===== config.mk =====
export PLATFORM = sky130hd
export DESIGN_NAME = leaf_top
export DESIGN_NICKNAME = d
export VERILOG_FILES = /design/src/logic/bft_leaf_pkg.sv /design/src/logic/leaf_rx_decode.sv /design/src/logic/leaf_in_ports.sv /design/src/logic/leaf_user_kernel.sv /design/src/logic/leaf_tx_encode.sv /design/src/logic/leaf_top.sv
export SDC_FILE = /design/constraint.sdc
export NUM_CORES = 1
export LEC_CHECK = 0
export BUFFER_PORTS_ARGS = -buffer_cell sky130_fd_sc_hd__buf_4
export CORE_ASPECT_RATIO = 1.75
export CORE_MARGIN = 3
export CORE_UTILIZATION = 50
export CTS_CLUSTER_SIZE = 25
export DETAILED_ROUTE_END_ITERATION = 10
export PLACE_DENSITY = 0.67
export SYNTH_ARGS = -nofsm -noshare
export SYNTH_HDL_FRONTEND = slang
export SYNTH_SLANG_ARGS = --single-unit

===== constraint.sdc =====
create_clock -name clk_400 -period 7.7 [get_ports clk_400]
set_input_delay 1.155 -clock clk_400 [delete_from_list [all_inputs] [get_ports clk_400]]
set_output_delay 1.155 -clock clk_400 [all_outputs]
set_load 0.01 [all_outputs]

===== src/logic/bft_leaf_pkg.sv =====
`default_nettype none

package bft_leaf_pkg;

    localparam int packet_bits = 49;
    localparam int payload_bits = 32;
    localparam int leaf_bits = 5;
    localparam int port_bits = 4;
    localparam int addr_bits = 7;

    localparam int num_in_ports = 6;
    localparam int num_out_ports = 4;
    localparam int sel_bits = $clog2(num_out_ports);

    // Port 0 of every leaf is reserved for configuration packets.
    localparam logic [port_bits-1:0] cfg_port = '0;

    typedef struct packed {
        logic [payload_bits-sel_bits-leaf_bits-port_bits-1:0] rsvd;
        logic [sel_bits-1:0] out_sel;
        logic [leaf_bits-1:0] route_leaf;
        logic [port_bits-1:0] route_port;
    } cfg_body_t;

    // The same 32 bits are a user word or a route setting, depending on dest_port.
    typedef union packed {
        logic [payload_bits-1:0] data;
        cfg_body_t cfg;
    } packet_body_u;

    typedef struct packed {
        logic valid;
        logic [leaf_bits-1:0] dest_leaf;
        logic [port_bits-1:0] dest_port;
        logic [addr_bits-1:0] addr;
        packet_body_u body;
    } packet_t;

    typedef struct packed {
        logic [leaf_bits-1:0] leaf;
        logic [port_bits-1:0] port;
    } route_t;

    typedef struct packed {
        logic wr;
        logic [sel_bits-1:0] out_sel;
        route_t route;
    } route_wr_t;

    typedef struct packed {
        logic vld;
        logic [payload_bits-1:0] data;
    } port_word_t;

endpackage

`default_nettype wire


===== src/logic/leaf_rx_decode.sv =====
`default_nettype none
`timescale 1ns/1ps

module leaf_rx_decode #(
    parameter logic [bft_leaf_pkg::leaf_bits-1:0] LEAF_ID = 2
) (
    input  logic                                                     clk_400,
    input  logic                                                     rst,
    input  bft_leaf_pkg::packet_t                                    din,
    output bft_leaf_pkg::port_word_t [bft_leaf_pkg::num_in_ports-1:0] port_words,
    output bft_leaf_pkg::route_wr_t                                  route_wr
);

    localparam int n_in = bft_leaf_pkg::num_in_ports;

    logic hit;
    logic is_cfg;
    logic [n_in-1:0] port_hit;
    logic [n_in-1:0] word_vld;
    logic [bft_leaf_pkg::payload_bits-1:0] word_data;
    logic cfg_wr;
    bft_leaf_pkg::cfg_body_t cfg_q;

    // Only packets addressed to this leaf are kept.
    assign hit = din.valid && (din.dest_leaf == LEAF_ID);
    assign is_cfg = (din.dest_port == bft_leaf_pkg::cfg_port);

    // Data ports are numbered from 1, so port i+1 feeds buffer i.
    // Ports above the last input port match nothing and are dropped.
    always_comb begin
        for (int i = 0; i < n_in; i++) begin
            port_hit[i] = hit && (int'(din.dest_port) == i + 1);
        end
    end

    always_ff @(posedge clk_400) begin
        if (rst) begin
            word_vld <= '0;
            cfg_wr <= 1'b0;
        end else begin
            word_vld <= port_hit;
            cfg_wr <= hit && is_cfg;
        end
    end

    always_ff @(posedge clk_400) begin
        if (hit) begin
            word_data <= din.body.data;
            cfg_q <= din.body.cfg;
        end
    end

    // All ports see the same word; only the strobed one takes it.
    always_comb begin
        for (int i = 0; i < n_in; i++) begin
            port_words[i].vld = word_vld[i];
            port_words[i].data = word_data;
        end
        route_wr.wr = cfg_wr;
        route_wr.out_sel = cfg_q.out_sel;
        route_wr.route.leaf = cfg_q.route_leaf;
        route_wr.route.port = cfg_q.route_port;
    end

endmodule

`default_nettype wire


===== src/logic/leaf_in_ports.sv =====
`default_nettype none
`timescale 1ns/1ps

module leaf_in_ports (
    input  logic                                                     clk_400,
    input  logic                                                     rst,
    input  bft_leaf_pkg::port_word_t [bft_leaf_pkg::num_in_ports-1:0] port_words,
    output logic [bft_leaf_pkg::num_in_ports-1:0][bft_leaf_pkg::payload_bits-1:0] in_data,
    output logic [bft_leaf_pkg::num_in_ports-1:0]                    in_vld,
    input  logic [bft_leaf_pkg::num_in_ports-1:0]                    in_ack
);

    localparam int n_in = bft_leaf_pkg::num_in_ports;

    logic [n_in-1:0] full;
    logic [n_in-1:0][bft_leaf_pkg::payload_bits-1:0] word_q;

    // A new word wins over an ack in the same cycle, so the buffer stays full.
    always_ff @(posedge clk_400) begin
        if (rst) begin
            full <= '0;
        end else begin
            for (int i = 0; i < n_in; i++) begin
                if (port_words[i].vld) begin
                    full[i] <= 1'b1;
                end else if (in_ack[i]) begin
                    full[i] <= 1'b0;
                end
            end
        end
    end

    always_ff @(posedge clk_400) begin
        for (int i = 0; i < n_in; i++) begin
            if (port_words[i].vld) begin
                word_q[i] <= port_words[i].data;
            end
        end
    end

    assign in_vld = full;
    assign in_data = word_q;

endmodule

`default_nettype wire


===== src/logic/leaf_user_kernel.sv =====
`default_nettype none
`timescale 1ns/1ps

module leaf_user_kernel (
    input  logic                                                                   clk_400,
    input  logic                                                                   rst,
    input  logic [bft_leaf_pkg::num_in_ports-1:0][bft_leaf_pkg::payload_bits-1:0]  in_data,
    input  logic [bft_leaf_pkg::num_in_ports-1:0]                                  in_vld,
    output logic [bft_leaf_pkg::num_in_ports-1:0]                                  in_ack,
    output logic [bft_leaf_pkg::num_out_ports-1:0][bft_leaf_pkg::payload_bits-1:0] out_data,
    output logic [bft_leaf_pkg::num_out_ports-1:0]                                 out_vld,
    input  logic [bft_leaf_pkg::num_out_ports-1:0]                                 out_ack
);

    localparam int n_in = bft_leaf_pkg::num_in_ports;
    localparam int n_out = bft_leaf_pkg::num_out_ports;

    // Inputs used by each result, result 0 in the lowest entry.
    localparam logic [n_out-1:0][n_in-1:0] need = {
        6'b100001, 6'b110000, 6'b001100, 6'b000011
    };

    logic [n_out-1:0][bft_leaf_pkg::payload_bits-1:0] res_next;
    logic [n_out-1:0][bft_leaf_pkg::payload_bits-1:0] res_data;
    logic [n_out-1:0] res_vld;
    logic [n_out-1:0] fire;
    logic [n_out-1:0][n_in-1:0] taken;
    logic [n_in-1:0] ack_next;
    logic [n_in-1:0] ack_q;

    always_comb begin
        res_next[0] = in_data[0] + in_data[1];
        res_next[1] = in_data[2] - in_data[3];
        res_next[2] = in_data[4] ^ in_data[5];
        res_next[3] = in_data[0] + in_data[5];
    end

    // A result fires when its slot is free and all of its inputs are fresh for it.
    always_comb begin
        for (int j = 0; j < n_out; j++) begin
            fire[j] = !res_vld[j] && ((in_vld & need[j]) == need[j])
                      && ((taken[j] & need[j]) == '0);
        end
    end

    // An input is released only once every result that reads it has taken it.
    always_comb begin
        for (int i = 0; i < n_in; i++) begin
            ack_next[i] = in_vld[i] && !ack_q[i];
            for (int j = 0; j < n_out; j++) begin
                if (need[j][i] && !(taken[j][i] || fire[j])) begin
                    ack_next[i] = 1'b0;
                end
            end
        end
    end

    always_ff @(posedge clk_400) begin
        if (rst) begin
            res_vld <= '0;
            taken <= '0;
            ack_q <= '0;
        end else begin
            ack_q <= ack_next;
            for (int j = 0; j < n_out; j++) begin
                if (fire[j]) begin
                    res_vld[j] <= 1'b1;
                end else if (out_ack[j]) begin
                    res_vld[j] <= 1'b0;
                end
                for (int i = 0; i < n_in; i++) begin
                    if (ack_q[i]) begin
                        taken[j][i] <= 1'b0;
                    end else if (fire[j] && need[j][i]) begin
                        taken[j][i] <= 1'b1;
                    end
                end
            end
        end
    end

    always_ff @(posedge clk_400) begin
        for (int j = 0; j < n_out; j++) begin
            if (fire[j]) begin
                res_data[j] <= res_next[j];
            end
        end
    end

    assign in_ack = ack_q;
    assign out_vld = res_vld;
    assign out_data = res_data;

endmodule

`default_nettype wire


===== src/logic/leaf_tx_encode.sv =====
`default_nettype none
`timescale 1ns/1ps

module leaf_tx_encode #(
    parameter logic [bft_leaf_pkg::leaf_bits-1:0] LEAF_ID = 2
) (
    input  logic                                                                   clk_400,
    input  logic                                                                   rst,
    input  logic                                                                   resend,
    input  bft_leaf_pkg::route_wr_t                                                route_wr,
    input  logic [bft_leaf_pkg::num_out_ports-1:0][bft_leaf_pkg::payload_bits-1:0] out_data,
    input  logic [bft_leaf_pkg::num_out_ports-1:0]                                 out_vld,
    output logic [bft_leaf_pkg::num_out_ports-1:0]                                 out_ack,
    output bft_leaf_pkg::packet_t                                                  dout
);

    localparam int n_out = bft_leaf_pkg::num_out_ports;
    localparam int sel_w = bft_leaf_pkg::sel_bits;
    localparam int port_w = bft_leaf_pkg::port_bits;

    bft_leaf_pkg::route_t [n_out-1:0] route_tab;
    bft_leaf_pkg::packet_t pkt;
    bft_leaf_pkg::packet_t dout_q;
    logic [sel_w-1:0] last_q;
    logic [sel_w-1:0] cand;
    logic [sel_w-1:0] gnt_idx;
    logic gnt_any;
    logic [n_out-1:0] gnt;

    // Round-robin search starts at the port after the last grant and ends on it.
    always_comb begin
        gnt_any = 1'b0;
        gnt_idx = last_q;
        cand = last_q;
        for (int k = 1; k <= n_out; k++) begin
            cand = last_q + sel_w'(k);
            if (!gnt_any && !resend && out_vld[cand]) begin
                gnt_any = 1'b1;
                gnt_idx = cand;
            end
        end
    end

    always_comb begin
        gnt = '0;
        gnt[gnt_idx] = gnt_any;
    end

    assign out_ack = gnt;

    // The source address is this leaf with the output index in the low bits.
    always_comb begin
        pkt.valid = 1'b1;
        pkt.dest_leaf = route_tab[gnt_idx].leaf;
        pkt.dest_port = route_tab[gnt_idx].port;
        pkt.addr = {LEAF_ID, gnt_idx};
        pkt.body.data = out_data[gnt_idx];
    end

    always_ff @(posedge clk_400) begin
        if (rst) begin
            last_q <= '1;
            dout_q <= '0;
            for (int i = 0; i < n_out; i++) begin
                route_tab[i].leaf <= LEAF_ID;
                route_tab[i].port <= port_w'(i + 1);
            end
        end else begin
            if (route_wr.wr) begin
                route_tab[route_wr.out_sel] <= route_wr.route;
            end
            // A packet caught by resend stays here and goes out once resend drops.
            if (!resend) begin
                if (gnt_any) begin
                    last_q <= gnt_idx;
                    dout_q <= pkt;
                end else begin
                    dout_q <= '0;
                end
            end
        end
    end

    assign dout = resend ? '0 : dout_q;

endmodule

`default_nettype wire


===== src/logic/leaf_top.sv =====
`default_nettype none
`timescale 1ns/1ps

module leaf_top #(
    parameter logic [bft_leaf_pkg::leaf_bits-1:0] LEAF_ID = 2
) (
    input  logic                  clk_400,
    input  logic                  rst,
    input  bft_leaf_pkg::packet_t din,
    output bft_leaf_pkg::packet_t dout,
    input  logic                  resend
);

    localparam int n_in = bft_leaf_pkg::num_in_ports;
    localparam int n_out = bft_leaf_pkg::num_out_ports;
    localparam int w = bft_leaf_pkg::payload_bits;

    bft_leaf_pkg::port_word_t [n_in-1:0] port_words;
    bft_leaf_pkg::route_wr_t route_wr;

    logic [n_in-1:0][w-1:0] in_data;
    logic [n_in-1:0] in_vld;
    logic [n_in-1:0] in_ack;

    logic [n_out-1:0][w-1:0] out_data;
    logic [n_out-1:0] out_vld;
    logic [n_out-1:0] out_ack;

    leaf_rx_decode #(
        .LEAF_ID(LEAF_ID)
    ) u_rx (
        .clk_400(clk_400),
        .rst(rst),
        .din(din),
        .port_words(port_words),
        .route_wr(route_wr)
    );

    leaf_in_ports u_in (
        .clk_400(clk_400),
        .rst(rst),
        .port_words(port_words),
        .in_data(in_data),
        .in_vld(in_vld),
        .in_ack(in_ack)
    );

    leaf_user_kernel u_kernel (
        .clk_400(clk_400),
        .rst(rst),
        .in_data(in_data),
        .in_vld(in_vld),
        .in_ack(in_ack),
        .out_data(out_data),
        .out_vld(out_vld),
        .out_ack(out_ack)
    );

    leaf_tx_encode #(
        .LEAF_ID(LEAF_ID)
    ) u_tx (
        .clk_400(clk_400),
        .rst(rst),
        .resend(resend),
        .route_wr(route_wr),
        .out_data(out_data),
        .out_vld(out_vld),
        .out_ack(out_ack),
        .dout(dout)
    );

endmodule

`default_nettype wire


# After elaboration in Yosys (flattened, before gate mapping)
# Cells that the tools add are included.
# totals
ff_bits	481
latch_bits	0
mem_bits_rw	0
mem_bits_ro	0
memories	0
# classes
n_addsub	6
n_mul	0
div_mod_pow	0
n_lt_le_gt_ge	8
n_eq_ne	11
n_shift	0
n_mux	47
bitwise	11
reduce_logical	81
# op_table
operator	count
49-bit two-way mux	2
32-bit adder	2
32-bit binary-select mux with 2-bit select	1
36-bit bitwise mux	1
32-bit two-way mux	1
32-bit subtractor	1
32-bit XOR	1
1-bit logical AND	31
1-bit two-way mux	29
6-bit zero test	4
2-bit nonzero test	10
2-bit OR reduction	10
9-bit binary-select mux with 2-bit select	1
9-bit demux with 2-bit select	1
2-bit by 3-bit < comparator with 1-bit output (second input constant)	6
9-bit two-way mux	2
1-bit zero test	14
4-bit == test (second input constant)	3
1-bit inverter	9
1-bit binary-select mux with 2-bit select	4
2-bit == test (second input constant)	4
4-bit by 3-bit == test with 1-bit output (second input constant)	2
1-bit logical OR	8
2-bit two-way mux	4
10 further kinds	13

# Depth between registers and ports, before layout
# Gate-level depths: netlist of run 1.
# logic_depth
ltp_word	24
ltp_mapped	12

# By module
# A second synthesis of run 1 with hierarchy kept.
# hier_totals
cells_unflattened	2150
hier_area_um2	23575.1
# by_module_without_submodules
mod	n_inst	cells_each	area_each_um2	seq_area_each_um2
leaf_user_kernel	1	944	9814.4	4204.0
leaf_in_ports	1	216	6020.8	5885.6
leaf_tx_encode	1	763	5225.0	1641.6
leaf_rx_decode	1	227	2514.9	1101.1

# Least setup slack after synthesis of run 1
# No wires, ideal clock.
# synth_timing
kind	reg2reg
start	register u_kernel.res_vld[1] (netlist: u_kernel.out_vld[1])
end	register u_kernel.res_data, in the netlist u_kernel.out_data[32] (enable)
setup_time_ns	0.511
t_arrival_ns	3.832
t_required_ns	7.189
slack_ns	3.357
stages_incl_launch_ff	3
path_buffers	1
synth_period_minus_slack_ns	4.343
cell_sequence	dfxtp_1 clkbuf_1 nor4_1
# synth_between
elab_chain_len	3
# synth_lines
item	line	rtl
start, declared	leaf_user_kernel.sv:25	logic [n_out-1:0] res_vld;
start signal, assigned	leaf_user_kernel.sv:60	res_vld <= '0;
start signal, assigned by index	leaf_user_kernel.sv:67	res_vld[j] <= 1'b1;
start signal, assigned by index	leaf_user_kernel.sv:69	res_vld[j] <= 1'b0;
1-bit zero test	leaf_user_kernel.sv:41	fire[j] = !res_vld[j] && ((in_vld & need[j]) == need[j])
1-bit logical AND	leaf_user_kernel.sv:41	
1-bit logical AND	leaf_user_kernel.sv:42	&& ((taken[j] & need[j]) == '0);
named net u_kernel.fire[1]	leaf_user_kernel.sv:26	logic [n_out-1:0] fire;
end signal, assigned by index	leaf_user_kernel.sv:85	res_data[j] <= res_next[j];
end, declared	leaf_user_kernel.sv:24	logic [n_out-1:0][bft_leaf_pkg::payload_bits-1:0] res_data;
# The timed path passes the listed nets, and every way through them passes these cells.
# A chain may end at the register's enable or synchronous reset.

==> summary.txt, run 1 <==
Power and ir drop
  • Power Density: 205 mW/mm²
  • LEAKAGE: 8.64 nW
  • Worst-case vdd ir drop: 0.148 mV

Run status
  • Outcome: finished clean

Floorplan
  • Vert. Die Dim: 277 µm
  • Core ar.: 0.0411 mm²
  • Die X: 161 µm
  • FP Rows: 98
  • Starting Density: 0.510
  • Die area: 0.0445 mm²
  • IO Count: 101

Clock tree
  • Sink Count: 465
  • Clock Latency Late Sink: 0.56 ns
  • Setup bufs post-CTS: 0
  • CTS tree: done
  • Hold buffers post-CTS: 0
  • TritonCTS buffer count: 44
  • H-tree depth: 2
  • Longest Clk Path Bufs: 3
  • Clock root cell: clkbuf_16
  • Clk pin slew, worst setup/hold paths: 0.06 ns
  • Post-CTS sizing: 0

Detailed routing
  • DR DRC count: 0
  • WL/cell: 20.3 µm
  • Vias: 13300
  • Final antenna-violating net count: 0
  • Starting DRT DRC Count: 770
  • DRT Wirelength: 47.5 mm
  • Drt first pass iters: 5
  • Number of vias per cell: 5.66

Worst setup path
  • Required time of the critical path: 8.12 ns
  • Setup crit end kind: flop
  • CP arrival: 4.25 ns
  • Startpoint Class: flop
  • CP Class: flop to flop
  • Crit-path max FO: 4

STA
  • Fin crit period: 3.83 ns
  • Least-Margin Pin Slew: 1.15 ns
  • Setup total negative slack: 0 ns
  • Fin Clk Skew: 0.0123 ns
  • Final hold violations: 0
  • Final worst slack: 3.87 ns
  • RSZ-0062 raised after global routing: false
  • Slew headroom: 0.216
  • Slew Viols, Final: 0
  • Final period util: 0.498
  • F_max: 0.261 GHz
  • Count of final setup violators: 0

Synthesis
  • Top_reg_cell synth: edfxtp_1
  • Synthesized flop and latch total: 465
  • Distinct cells, synth: 78
  • Synth area leaders: edfxtp_1 (50%), dfxtp_1 (11%), ha_1 (5.6%)
  • Post-Syn Area per Cell: 12.6 µm²
  • Yosys warning total: 0
  • Mapped Area: 0.0209 mm²
  • Synth Instances: 1661
  • Yosys top cell by area: edfxtp_1
  • Commonest cells post-synth: edfxtp_1 (352), nand2_1 (122), dfxtp_1 (113)
  • Most frequent cell after synthesis: edfxtp_1
  • Register area share after synthesis: 0.613
  • Post-synth EDFFs: 352
  • Yosys top cell area share: 0.505
  • FFs w/ async S/R, synth: 0

Cells and area
  • Register area: 0.0128 mm²
  • Synthesis-to-finish area growth: 12.9%
  • Fillers: 3379
  • Final #Nets: 1908
  • Share of layout cells above drive strength 1: 0.111
  • Ant. Diodes: 0
  • Multi-input gate area: 0.00764 mm²
  • Post-layout utilization of the core: 0.575

Global routing
  • Largest net degree at the start of global routing: 64
  • First-pass GRT wire length: 73.9 mm
  • Grt ovf: 0
  • M3 GR Usage: 0.0256
  • GR Util met1: 0.237
  • Initial antenna violation count: 0
  • GRT met2 Usage: 0.399
  • Busiest grt layer: met2
  • Vias in the first global route: 13600
  • Total track usage: 0.213

Flow run
  • Max_cap viols: 0

Place
  • Pre-CTS WS: 3.56 ns
  • Dpl hpwl: 32.7 mm
  • Port bufs: 89
  • RePlAce Congestion: 0.925

Worst hold path
  • Hold Crit Class: flop to flop
==> critical path: stages (launching register included) <==
cell	delay [ns]
edfxtp_1	0.48
ha_1	0.35
a211oi_1	0.25
nor2_1	0.17
o311ai_1	0.52
a21oi_1	0.20
nor4b_2	0.71
o41ai_1	0.36
or4b_1	0.56
nand3_1	0.09
==> state kept, by name, summed over array words and instances, names as in the netlist, 8 cells and up <==
| signal | cells |
|---|---|
| u_in.in_data | 192 |
| u_kernel.out_data | 128 |
| u_kernel.taken | 8 |
| u_rx.route_wr | 8 |
| u_rx.word_data | 24 |
| u_tx.dout_q | 44 |
| u_tx.route_tab | 36 |
==> metrics by stage <==
stage	hold slack, ns	total power [mW]	area [µm²]	std cells
CTS	0.439	4.89	23600	2345
global placement	0.415	2.77	22200	2264
detailed placement	0.429	2.77	22200	2264
floorplan	0.408	2.74	20900	1664
finish	0.437	4.84	23600	2345
global route	0.459	5.00	23600	2345
==> power breakdown <==
group,internal [mW],switching [mW],leakage (nW),total [mW]
logic,0.0180,0.0238,3.87,0.0418
clock network,1.21,0.916,0.692,2.13
registers,2.67,0.00542,4.08,2.67
==> layout by cell type (no fill, tap or decap), drive strengths merged, types with 5 or more instances in the layout <==
cell type,Yosys,final
a21oi,99,99
and2,10,10
ha,93,93
nand2,122,122
buf,18,105
nand2b,16,16
o311ai,5,5
dfxtp,113,113
clkbuf,36,62
o31ai,7,7
nand4,6,6
a31oi,7,7
o21a,13,13
xnor2,44,44
a211o,7,7
xor2,60,60
and3,9,9
o21ai,52,52
nand3b,8,8
nor2b,54,54
o221ai,45,45
a211oi,17,17
clkinv,0,15
o21bai,7,7
o2111ai,5,5
a2111oi,7,7
nor3,25,25
nor3b,7,7
or2,6,6
nor2,111,111
a21o,32,32
edfxtp,352,352
o211ai,8,8
nor4,9,9
inv,70,70
nand3,27,27
or3,7,7
mux2i,98,98
==> layer usage <==
metal / share of wire / up-vias / wire (µm)
met3: 0.040 / 119 / 1910
met2: 0.54 / 329 / 25500
met5: 0 / - / 0
li1: - / 6379 / -
met4: 0.048 / 0 / 2300
met1: 0.38 / 6450 / 17800
==> cells by family after synthesis <==
kind of cell	synth area share
AO/OA/AOI/OAI	0.112
XOR/XNOR	0.0435
other	0.000179
AND/OR/NAND/NOR	0.100
multiplexers	0.0474
adder cells (fa/ha/maj)	0.0585
flip-flops	0.613
buffers and inverters	0.0245
==> area by class of cell <==
cell class,instances,area share
sequential,465,0.543
multi-input combinational,1074,0.323
clock buffer,62,0.0516
timing repair buffer,105,0.0334
tap,550,0.0291
inverter,70,0.0111
clock inverter,19,0.00794
==> worst paths after layout <==
path	from	to	slack, ns	depth (start not counted)
worst max-delay path	u_in.in_data[1]	u_kernel.out_data[125]	3.87	9
worst min-delay path	u_kernel.in_ack[4]	u_kernel.taken[16]	0.44	1
worst max register to register	u_in.in_data[1]	u_kernel.out_data[125]	3.87	9
worst min register to register	u_kernel.in_ack[4]	u_kernel.taken[16]	0.44	1
Power figures use the tool's default switching activity.
==> inputs of run 2 (changes only) <==
- ABC_AREA: not set -> 1
- clock period: 7.7 -> 3.57 ns (I/O delays scaled with it)
==> summary.txt, run 2 <==
Detailed routing
  • Final antenna-violating net count: 0 (unchanged)
  • Drt first pass iters: 5 (unchanged)
  • DRT Wirelength: 63.3 mm (was 47.5 mm)
  • WL/cell: 21.0 µm (was 20.3 µm)
  • Vias: 16400 (was 13300)
  • Number of vias per cell: 5.46 (was 5.66)
  • DR DRC count: 0 (unchanged)
  • Starting DRT DRC Count: 1344 (was 770)

Worst setup path
  • Required time of the critical path: 3.88 ns (was 8.12 ns)
  • Critical-path cell list: ha_1, fa_1, nand3_1, nand2_1, a31oi_1, o21ai_0, a21boi_0, o21ai_0, nand2_1, nand2_1 (was ha_1, a211oi_1, nor2_1, o311ai_1, a21oi_1, nor4b_2, o41ai_1, or4b_1, nand3_1)
  • Critical-path cell with the highest stage delay: a21boi_0 (was nor4b_2)
  • Worst path max stage delay: 0.49 ns (was 0.71 ns)
  • CP arrival: 3.21 ns (was 4.25 ns)
  • CP Class: flop to flop (unchanged)
  • Crit path top cell by count: nand2_1
  • Setup crit end kind: flop (unchanged)
  • Crit-path max FO: 3 (was 4)
  • Startpoint Class: flop (unchanged)

STA
  • Fin crit period: 2.91 ns (was 3.83 ns)
  • Fin Clk Skew: 0.0226 ns (was 0.0123 ns)
  • Count of final setup violators: 0 (unchanged)
  • Final hold violations: 0 (unchanged)
  • RSZ-0062 raised after global routing: false (unchanged)
  • Slew Viols, Final: 0 (unchanged)
  • Final period util: 0.814 (was 0.498)
  • F_max: 0.344 GHz (was 0.261 GHz)
  • Setup total negative slack: 0 ns (unchanged)
  • Slew headroom: 0.282 (was 0.216)
  • Least-Margin Pin Slew: 1.07 ns (was 1.15 ns)

Cells and area
  • Synthesis-to-finish area growth: 12.4% (was 12.9%)
  • Max FFs per register: 192 (unchanged)
  • Final #Nets: 2553 (was 1908)
  • Fillers: 3916 (was 3379)
  • Share of layout cells above drive strength 1: 0.0947 (was 0.111)
  • Post-layout utilization of the core: 0.569 (was 0.575)
  • Most common cell after layout, fill and taps aside: nand2_1 (was edfxtp_1)
  • Most frequent cells in the layout: nand2_1 (631), edfxtp_1 (352), inv_1 (200) (was edfxtp_1 (352), nand2_1 (122), nor2_1 (110))

Clock tree
  • Setup bufs post-CTS: 0 (unchanged)
  • Hold buffers post-CTS: 0 (unchanged)
  • Sink Count: 465 (unchanged)
  • CTS tree: done (unchanged)
  • Clk pin slew, worst setup/hold paths: 0.07 ns (was 0.06 ns)
  • Clock root cell: clkbuf_16 (unchanged)
  • H-tree depth: 2 (unchanged)
  • Post-CTS sizing: 0 (unchanged)
  • Longest Clk Path Bufs: 3 (unchanged)
  • Clock Latency Late Sink: 0.56 ns (about the same)
  • TritonCTS buffer count: 42 (was 44)

Synthesis
  • FFs w/ async S/R, synth: 0 (unchanged)
  • Post-Syn Area per Cell: 9.68 µm² (was 12.6 µm²)
  • Synthesized flop and latch total: 465 (unchanged)
  • Post-synth EDFFs: 352 (unchanged)
  • Yosys top cell by area: edfxtp_1 (unchanged)
  • Yosys top cell area share: 0.471 (was 0.505)
  • Yosys warning total: 0 (unchanged)
  • Synth Instances: 2316 (was 1661)
  • Register area share after synthesis: 0.572 (was 0.613)
  • Commonest cells post-synth: nand2_1 (631), edfxtp_1 (352), inv_1 (199) (was edfxtp_1 (352), nand2_1 (122), dfxtp_1 (113))
  • Most frequent cell after synthesis: nand2_1 (was edfxtp_1)
  • Synth area leaders: edfxtp_1 (47%), nand2_1 (11%), dfxtp_1 (10%) (was edfxtp_1 (50%), dfxtp_1 (11%), ha_1 (5.6%))
  • Distinct cells, synth: 46 (was 78)
  • Mapped Area: 0.0224 mm² (was 0.0209 mm²)
  • Top_reg_cell synth: edfxtp_1 (unchanged)

Global routing
  • Total track usage: 0.263 (was 0.213)
  • First-pass GRT wire length: 95.3 mm (was 73.9 mm)
  • Grt ovf: 0 (unchanged)
  • Largest net degree at the start of global routing: 89 (was 64)
  • Vias in the first global route: 16300 (was 13600)
  • Initial antenna violation count: 0 (unchanged)

Power and ir drop
  • Power Density: 516 mW/mm² (was 205 mW/mm²)
  • Comb pwr share: 0.163 (was 0.009)
  • Sw Pwr: 3.58 mW (was 0.945 mW)
  • LEAKAGE: 10.3 nW (was 8.64 nW)
  • Worst-case vdd ir drop: 1.04 mV (was 0.148 mV)
  • Power share of the clock group: 0.379 (was 0.439)
  • Switching Share: 0.276 (was 0.195)
  • Internal power: 9.41 mW (was 3.90 mW)
  • Flop pwr share: 0.458 (was 0.552)

Worst hold path
  • Hold Crit Class: primary input to flop (was flop to flop)

Run status
  • Outcome: finished clean (unchanged)

Place
  • RePlAce Congestion: 0.968 (was 0.925)
  • Dpl hpwl: 46.7 mm (was 32.7 mm)
  • Port bufs: 89 (unchanged)

Floorplan
  • Vert. Die Dim: 286 µm (was 277 µm)
  • Starting Density: 0.506 (was 0.510)
  • Core ar.: 0.0443 mm² (was 0.0411 mm²)
  • FP Rows: 102 (was 98)
  • Die X: 166 µm (was 161 µm)
  • Die area: 0.0475 mm² (was 0.0445 mm²)
  • IO Count: 101 (unchanged)

Flow run
  • Max_cap viols: 0 (unchanged)
-- run 2: cell count changes after synthesis, sizes merged, moves of 23 or more --
cell,change
o221ai,-44
inv,+133
mux2i,-98
nand2,+520
nor2b,-54
nor2,+82
a21oi,+54
buf,+32
nand3,+122
xor2,+23
o21ai,+31
-- run 2: cell families after synthesis --
| group | count (synthesis) | synth area share |
|---|---|---|
| flops | 465 | 0.572 |
| compound gates | 306 | 0.0802 |
| fa+ha+maj | 96 | 0.0546 |
| xor+xnor | 110 | 0.0430 |
| simple gates | 1059 | 0.196 |
| other cells | 1 | 0.000167 |
| buf+inv | 279 | 0.0539 |
-- run 2: final cells by class --
cell class                 count  area [µm²]  area share
sequential                   465       12800       0.509
multi-input combinational   1575        8420       0.334
clock buffer                  57        1250      0.0497
timing repair buffer         113         923      0.0367
inverter                     208         781      0.0310
tap                          572         716      0.0284
clock inverter                21         267      0.0106
antenna                        1        2.50   0.0000993
-- run 2: power groups by stage --
stage | clock network [mW] | logic [mW] | registers [mW]
2_1_floorplan | 0 | 1.46 | 6.04
5_1_grt | 5.22 | 2.34 | 5.97
4_1_cts | 5.02 | 2.13 | 5.95
6_report | 4.92 | 2.11 | 5.96
3_3_place_gp | 0 | 2.11 | 6.07
3_5_place_dp | 0 | 2.12 | 6.07
-- run 2: metal layers --
layer,share of wire,wire (µm),vias up,global-route usage
met5,0,0,-,0
met4,0.078,4920,0,0.170
met3,0.038,2420,161,0.0233
met2,0.54,33900,478,0.501
met1,0.35,22000,7810,0.274
li1,-,-,7986,-
-- run 2: worst max-delay path: cells and delay by family (launching register included) --
family / cells / cell delay (ns)
adder cells (fa/ha/maj): 2 / 0.66
AO/OA/AOI/OAI: 4 / 1.28
flip-flops: 1 / 0.40
AND/OR/NAND/NOR: 4 / 0.34
-- run 2: per-stage QoR --
| step | hold slack (ns) | instances | setup slack, ns | instance area [µm²] | power, mW |
|---|---|---|---|---|---|
| 3_3_place_gp | 0.405 | 2933 | 0.779 | 23700 | 8.18 |
| 3_5_place_dp | 0.421 | 2933 | 0.762 | 23700 | 8.20 |
| 5_1_grt | 0.130 | 3011 | 0.495 | 25200 | 13.5 |
| 4_1_cts | 0.124 | 3011 | 0.772 | 25200 | 13.1 |
| 2_1_floorplan | 0.401 | 2319 | 0.274 | 22400 | 7.50 |
| 6_report | 0.149 | 3012 | 0.665 | 25200 | 13.0 |
-- run 2: path summary, 6_finish.rpt --
check                                         from                    end  slack, ns  cells after the start
worst max-delay path               u_in.in_data[0]  u_kernel.out_data[22]       0.66                     10
worst min-delay path                       din[26]     u_rx.word_data[26]       0.15                      1
worst max register to register     u_in.in_data[0]  u_kernel.out_data[22]       0.66                     10
worst min register to register  u_kernel.in_ack[4]     u_kernel.taken[16]       0.42                      1
==> inputs of run 3 (changes only) <==
- PLACE_DENSITY: 0.67 -> 0.7
- clock period: 3.57 -> 2.59 ns (I/O delays scaled with it)
==> summary.txt, run 3 (synthesis gave the netlist of run 2 again) <==
Worst setup path
  • Crit-path max FO: 4 (was 3)
  • Worst reg2reg path depth: 10 (unchanged)
  • Critical-path cell list: ha_1, nand3_1, nand3_1, a21oi_2, o21ai_0, a21oi_1, buf_4, nor2_1, nor2_1, xnor2_1 (was ha_1, fa_1, nand3_1, nand2_1, a31oi_1, o21ai_0, a21boi_0, o21ai_0, nand2_1, nand2_1)
  • R2r endpoint: u_kernel.out_data[113] (was u_kernel.out_data[22])
  • CP Class: flop to flop (unchanged)
  • Worst r2r src: u_in.in_data[1] (was u_in.in_data[0])
  • CP Launch Point: u_in.in_data[1] (was u_in.in_data[0])
  • Critical-path cell with the highest stage delay: edfxtp_1 (was a21boi_0)
  • Flop2flop setup slack: 0.12 ns (was 0.66 ns)
  • CP arrival: 2.80 ns (was 3.21 ns)
  • Startpoint Class: flop (unchanged)
  • Worst path max stage delay: 0.51 ns (was 0.49 ns)
  • Required time of the critical path: 2.92 ns (was 3.88 ns)
  • Setup crit end kind: flop (unchanged)

STA
  • Worst Hold Slack: 0.0346 ns (was 0.149 ns)
  • Count of final setup violators: 0 (unchanged)
  • RSZ-0062 raised after global routing: false (unchanged)
  • Slew Viols, Final: 0 (unchanged)
  • Setup total negative slack: 0 ns (unchanged)
  • Slew headroom: 0.458 (was 0.282)
  • Final hold violations: 0 (unchanged)
  • Least-Margin Pin Slew: 0.814 ns (was 1.07 ns)
  • F_max: 0.404 GHz (was 0.344 GHz)
  • Fin crit period: 2.47 ns (was 2.91 ns)
  • Fin Clk Skew: 0.0373 ns (was 0.0226 ns)
  • Final period util: 0.955 (was 0.814)

Global routing
  • Largest net degree at the start of global routing: 89 (unchanged)
  • Grt ovf: 0 (unchanged)
  • Vias in the first global route: 16700 (was 16300)
  • First-pass GRT wire length: 96.8 mm (was 95.3 mm)
  • Initial antenna violation count: 0 (unchanged)
  • Total track usage: 0.268 (was 0.263)

Detailed routing
  • DR DRC count: 0 (unchanged)
  • Drt first pass iters: 8 (was 5)
  • Starting DRT DRC Count: 1447 (was 1344)
  • WL/cell: 21.0 µm (about the same)
  • Number of vias per cell: 5.45 (was 5.46)
  • DRT Wirelength: 65.1 mm (was 63.3 mm)
  • Vias: 16900 (was 16400)
  • Final antenna-violating net count: 0 (unchanged)

Power and ir drop
  • Flop pwr share: 0.455 (was 0.458)
  • Sw Pwr: 5.09 mW (was 3.58 mW)
  • Internal power: 13.0 mW (was 9.41 mW)
  • LEAKAGE: 10.7 nW (was 10.3 nW)
  • Power Density: 693 mW/mm² (was 516 mW/mm²)
  • Switching Share: 0.282 (was 0.276)
  • Power share of the clock group: 0.368 (was 0.379)
  • Comb pwr share: 0.178 (was 0.163)
  • Worst-case vdd ir drop: 1.11 mV (was 1.04 mV)

Floorplan
  • Die area: 0.0475 mm² (unchanged)
  • Die X: 166 µm (unchanged)
  • IO Count: 101 (unchanged)
  • Starting Density: 0.506 (unchanged)
  • Vert. Die Dim: 286 µm (unchanged)
  • FP Rows: 102 (unchanged)
  • Core ar.: 0.0443 mm² (unchanged)

Run status
  • Outcome: finished clean (unchanged)

Cells and area
  • Max FFs per register: 192 (unchanged)
  • Post-Layout Cell Count: 3101 (was 3012)
  • Final #Nets: 2642 (was 2553)
  • Most frequent cells in the layout: nand2_1 (630), edfxtp_1 (352), inv_1 (199) (was nand2_1 (631), edfxtp_1 (352), inv_1 (200))
  • Synthesis-to-finish area growth: 16.2% (was 12.4%)
  • Ant. Diodes: 0 (was 1)
  • Share of layout cells above drive strength 1: 0.119 (was 0.0947)
  • Most common cell after layout, fill and taps aside: nand2_1 (unchanged)
  • Post-layout utilization of the core: 0.588 (was 0.569)
  • Fillers: 3804 (was 3916)

Worst hold path
  • HP Start: din[39] (was din[26])
  • Hold Crit Class: primary input to flop (unchanged)
  • Hold path depth: 2 (was 1)
  • Min-Delay Endpoint: u_rx.word_vld[3] (was u_rx.word_data[26])

Clock tree
  • Clock root cell: clkbuf_16 (unchanged)
  • H-tree depth: 2 (unchanged)
  • CTS tree: done (unchanged)
  • Longest Clk Path Bufs: 3 (unchanged)
  • Sink Count: 465 (unchanged)
  • Clk pin slew, worst setup/hold paths: 0.07 ns (about the same)
  • Clock Latency Late Sink: 0.58 ns (was 0.56 ns)
  • TritonCTS buffer count: 44 (was 42)

Place
  • RePlAce Congestion: 0.940 (was 0.968)
  • Placed cell count: 2984 (was 2933)
  • Dpl hpwl: 47.6 mm (was 46.7 mm)
  • Port bufs: 89 (unchanged)

Flow run
  • Max_cap viols: 0 (unchanged)
[run 3: cell types whose count changed in the layout (fill, tap and decap cells not counted), sizes merged]
cell	change
clkinv	-3
clkinvlp	+3
diode	-1
clkbuf	+6
bufinv	-1
buf	+52
dlygate4sd3	+33
[run 3: power groups by stage]
stage               Combinational (mW)  Sequential [mW]  Clock, mW
floorplan                         2.01             8.33          0
CTS                               3.06             8.21       6.76
global route                      3.49             8.22       7.02
global placement                  2.98             8.36          0
finish                            3.21             8.21       6.64
detailed placement                3.01             8.37          0
[run 3: metrics by stage]
step,setup slack (ns),total power [mW],instance area (µm²)
3_5_place_dp,-0.0935,11.4,24100
2_1_floorplan,0.0359,10.3,22500
4_1_cts,0.0264,18.0,25900
3_3_place_gp,-0.0536,11.3,24100
5_1_grt,0.00880,18.7,26100
6_report,0.116,18.1,26100
[run 3: cell type report]
type / instances / area [µm²] / area share
timing repair buffer: 200 / 1730 / 0.0664
tap: 572 / 716 / 0.0275
inverter: 208 / 781 / 0.0300
clock inverter: 20 / 249 / 0.00956
sequential: 465 / 12800 / 0.493
multi-input combinational: 1575 / 8520 / 0.327
clock buffer: 61 / 1230 / 0.0472
[run 3: per-layer routing]
metal / routed length [µm] / vias to the layer above / track usage
met1: 22000 / 7981 / 0.268
met5: 0 / - / 0
met3: 2600 / 187 / 0.0263
met2: 35300 / 578 / 0.517
met4: 5240 / 0 / 0.184
li1: - / 8157 / -
[run 3: how the worst max path moves through the flow]
| stage | to | slack [ns] | cells after the start |
|---|---|---|---|
| final | u_kernel.out_data[113] | 0.12 | 10 |
| after global routing | u_kernel.out_data[25] | 0.009 | 10 |
| after CTS | u_kernel.out_data[25] | 0.03 | 10 |
| after detailed placement | u_kernel.out_data[25] | -0.09 | 10 |
| after global placement | u_kernel.out_data[25] | -0.05 | 10 |
| after floorplan | u_rx.word_vld[3] | 0.04 | 4 |
[run 3: what timing repair did]
item	in CTS	in global routing
resized for setup	1	28
endpoints found under the setup margin	1	55
pin swaps	0	1
cloned	0	2
hold endpoints to repair	34	0
setup buffers	0	1
hold buffers	33	0
[run 3: critical path: cells and delay by family, from the launching register on]
kind | cells | cell delay, ns
buffers and inverters | 1 | 0.18
adders and majority gates | 1 | 0.35
xor gates and xnor gates | 1 | 0.09
DFF | 1 | 0.51
AOI/OAI and AO/OA | 3 | 0.67
and+or+nand+nor | 4 | 0.45
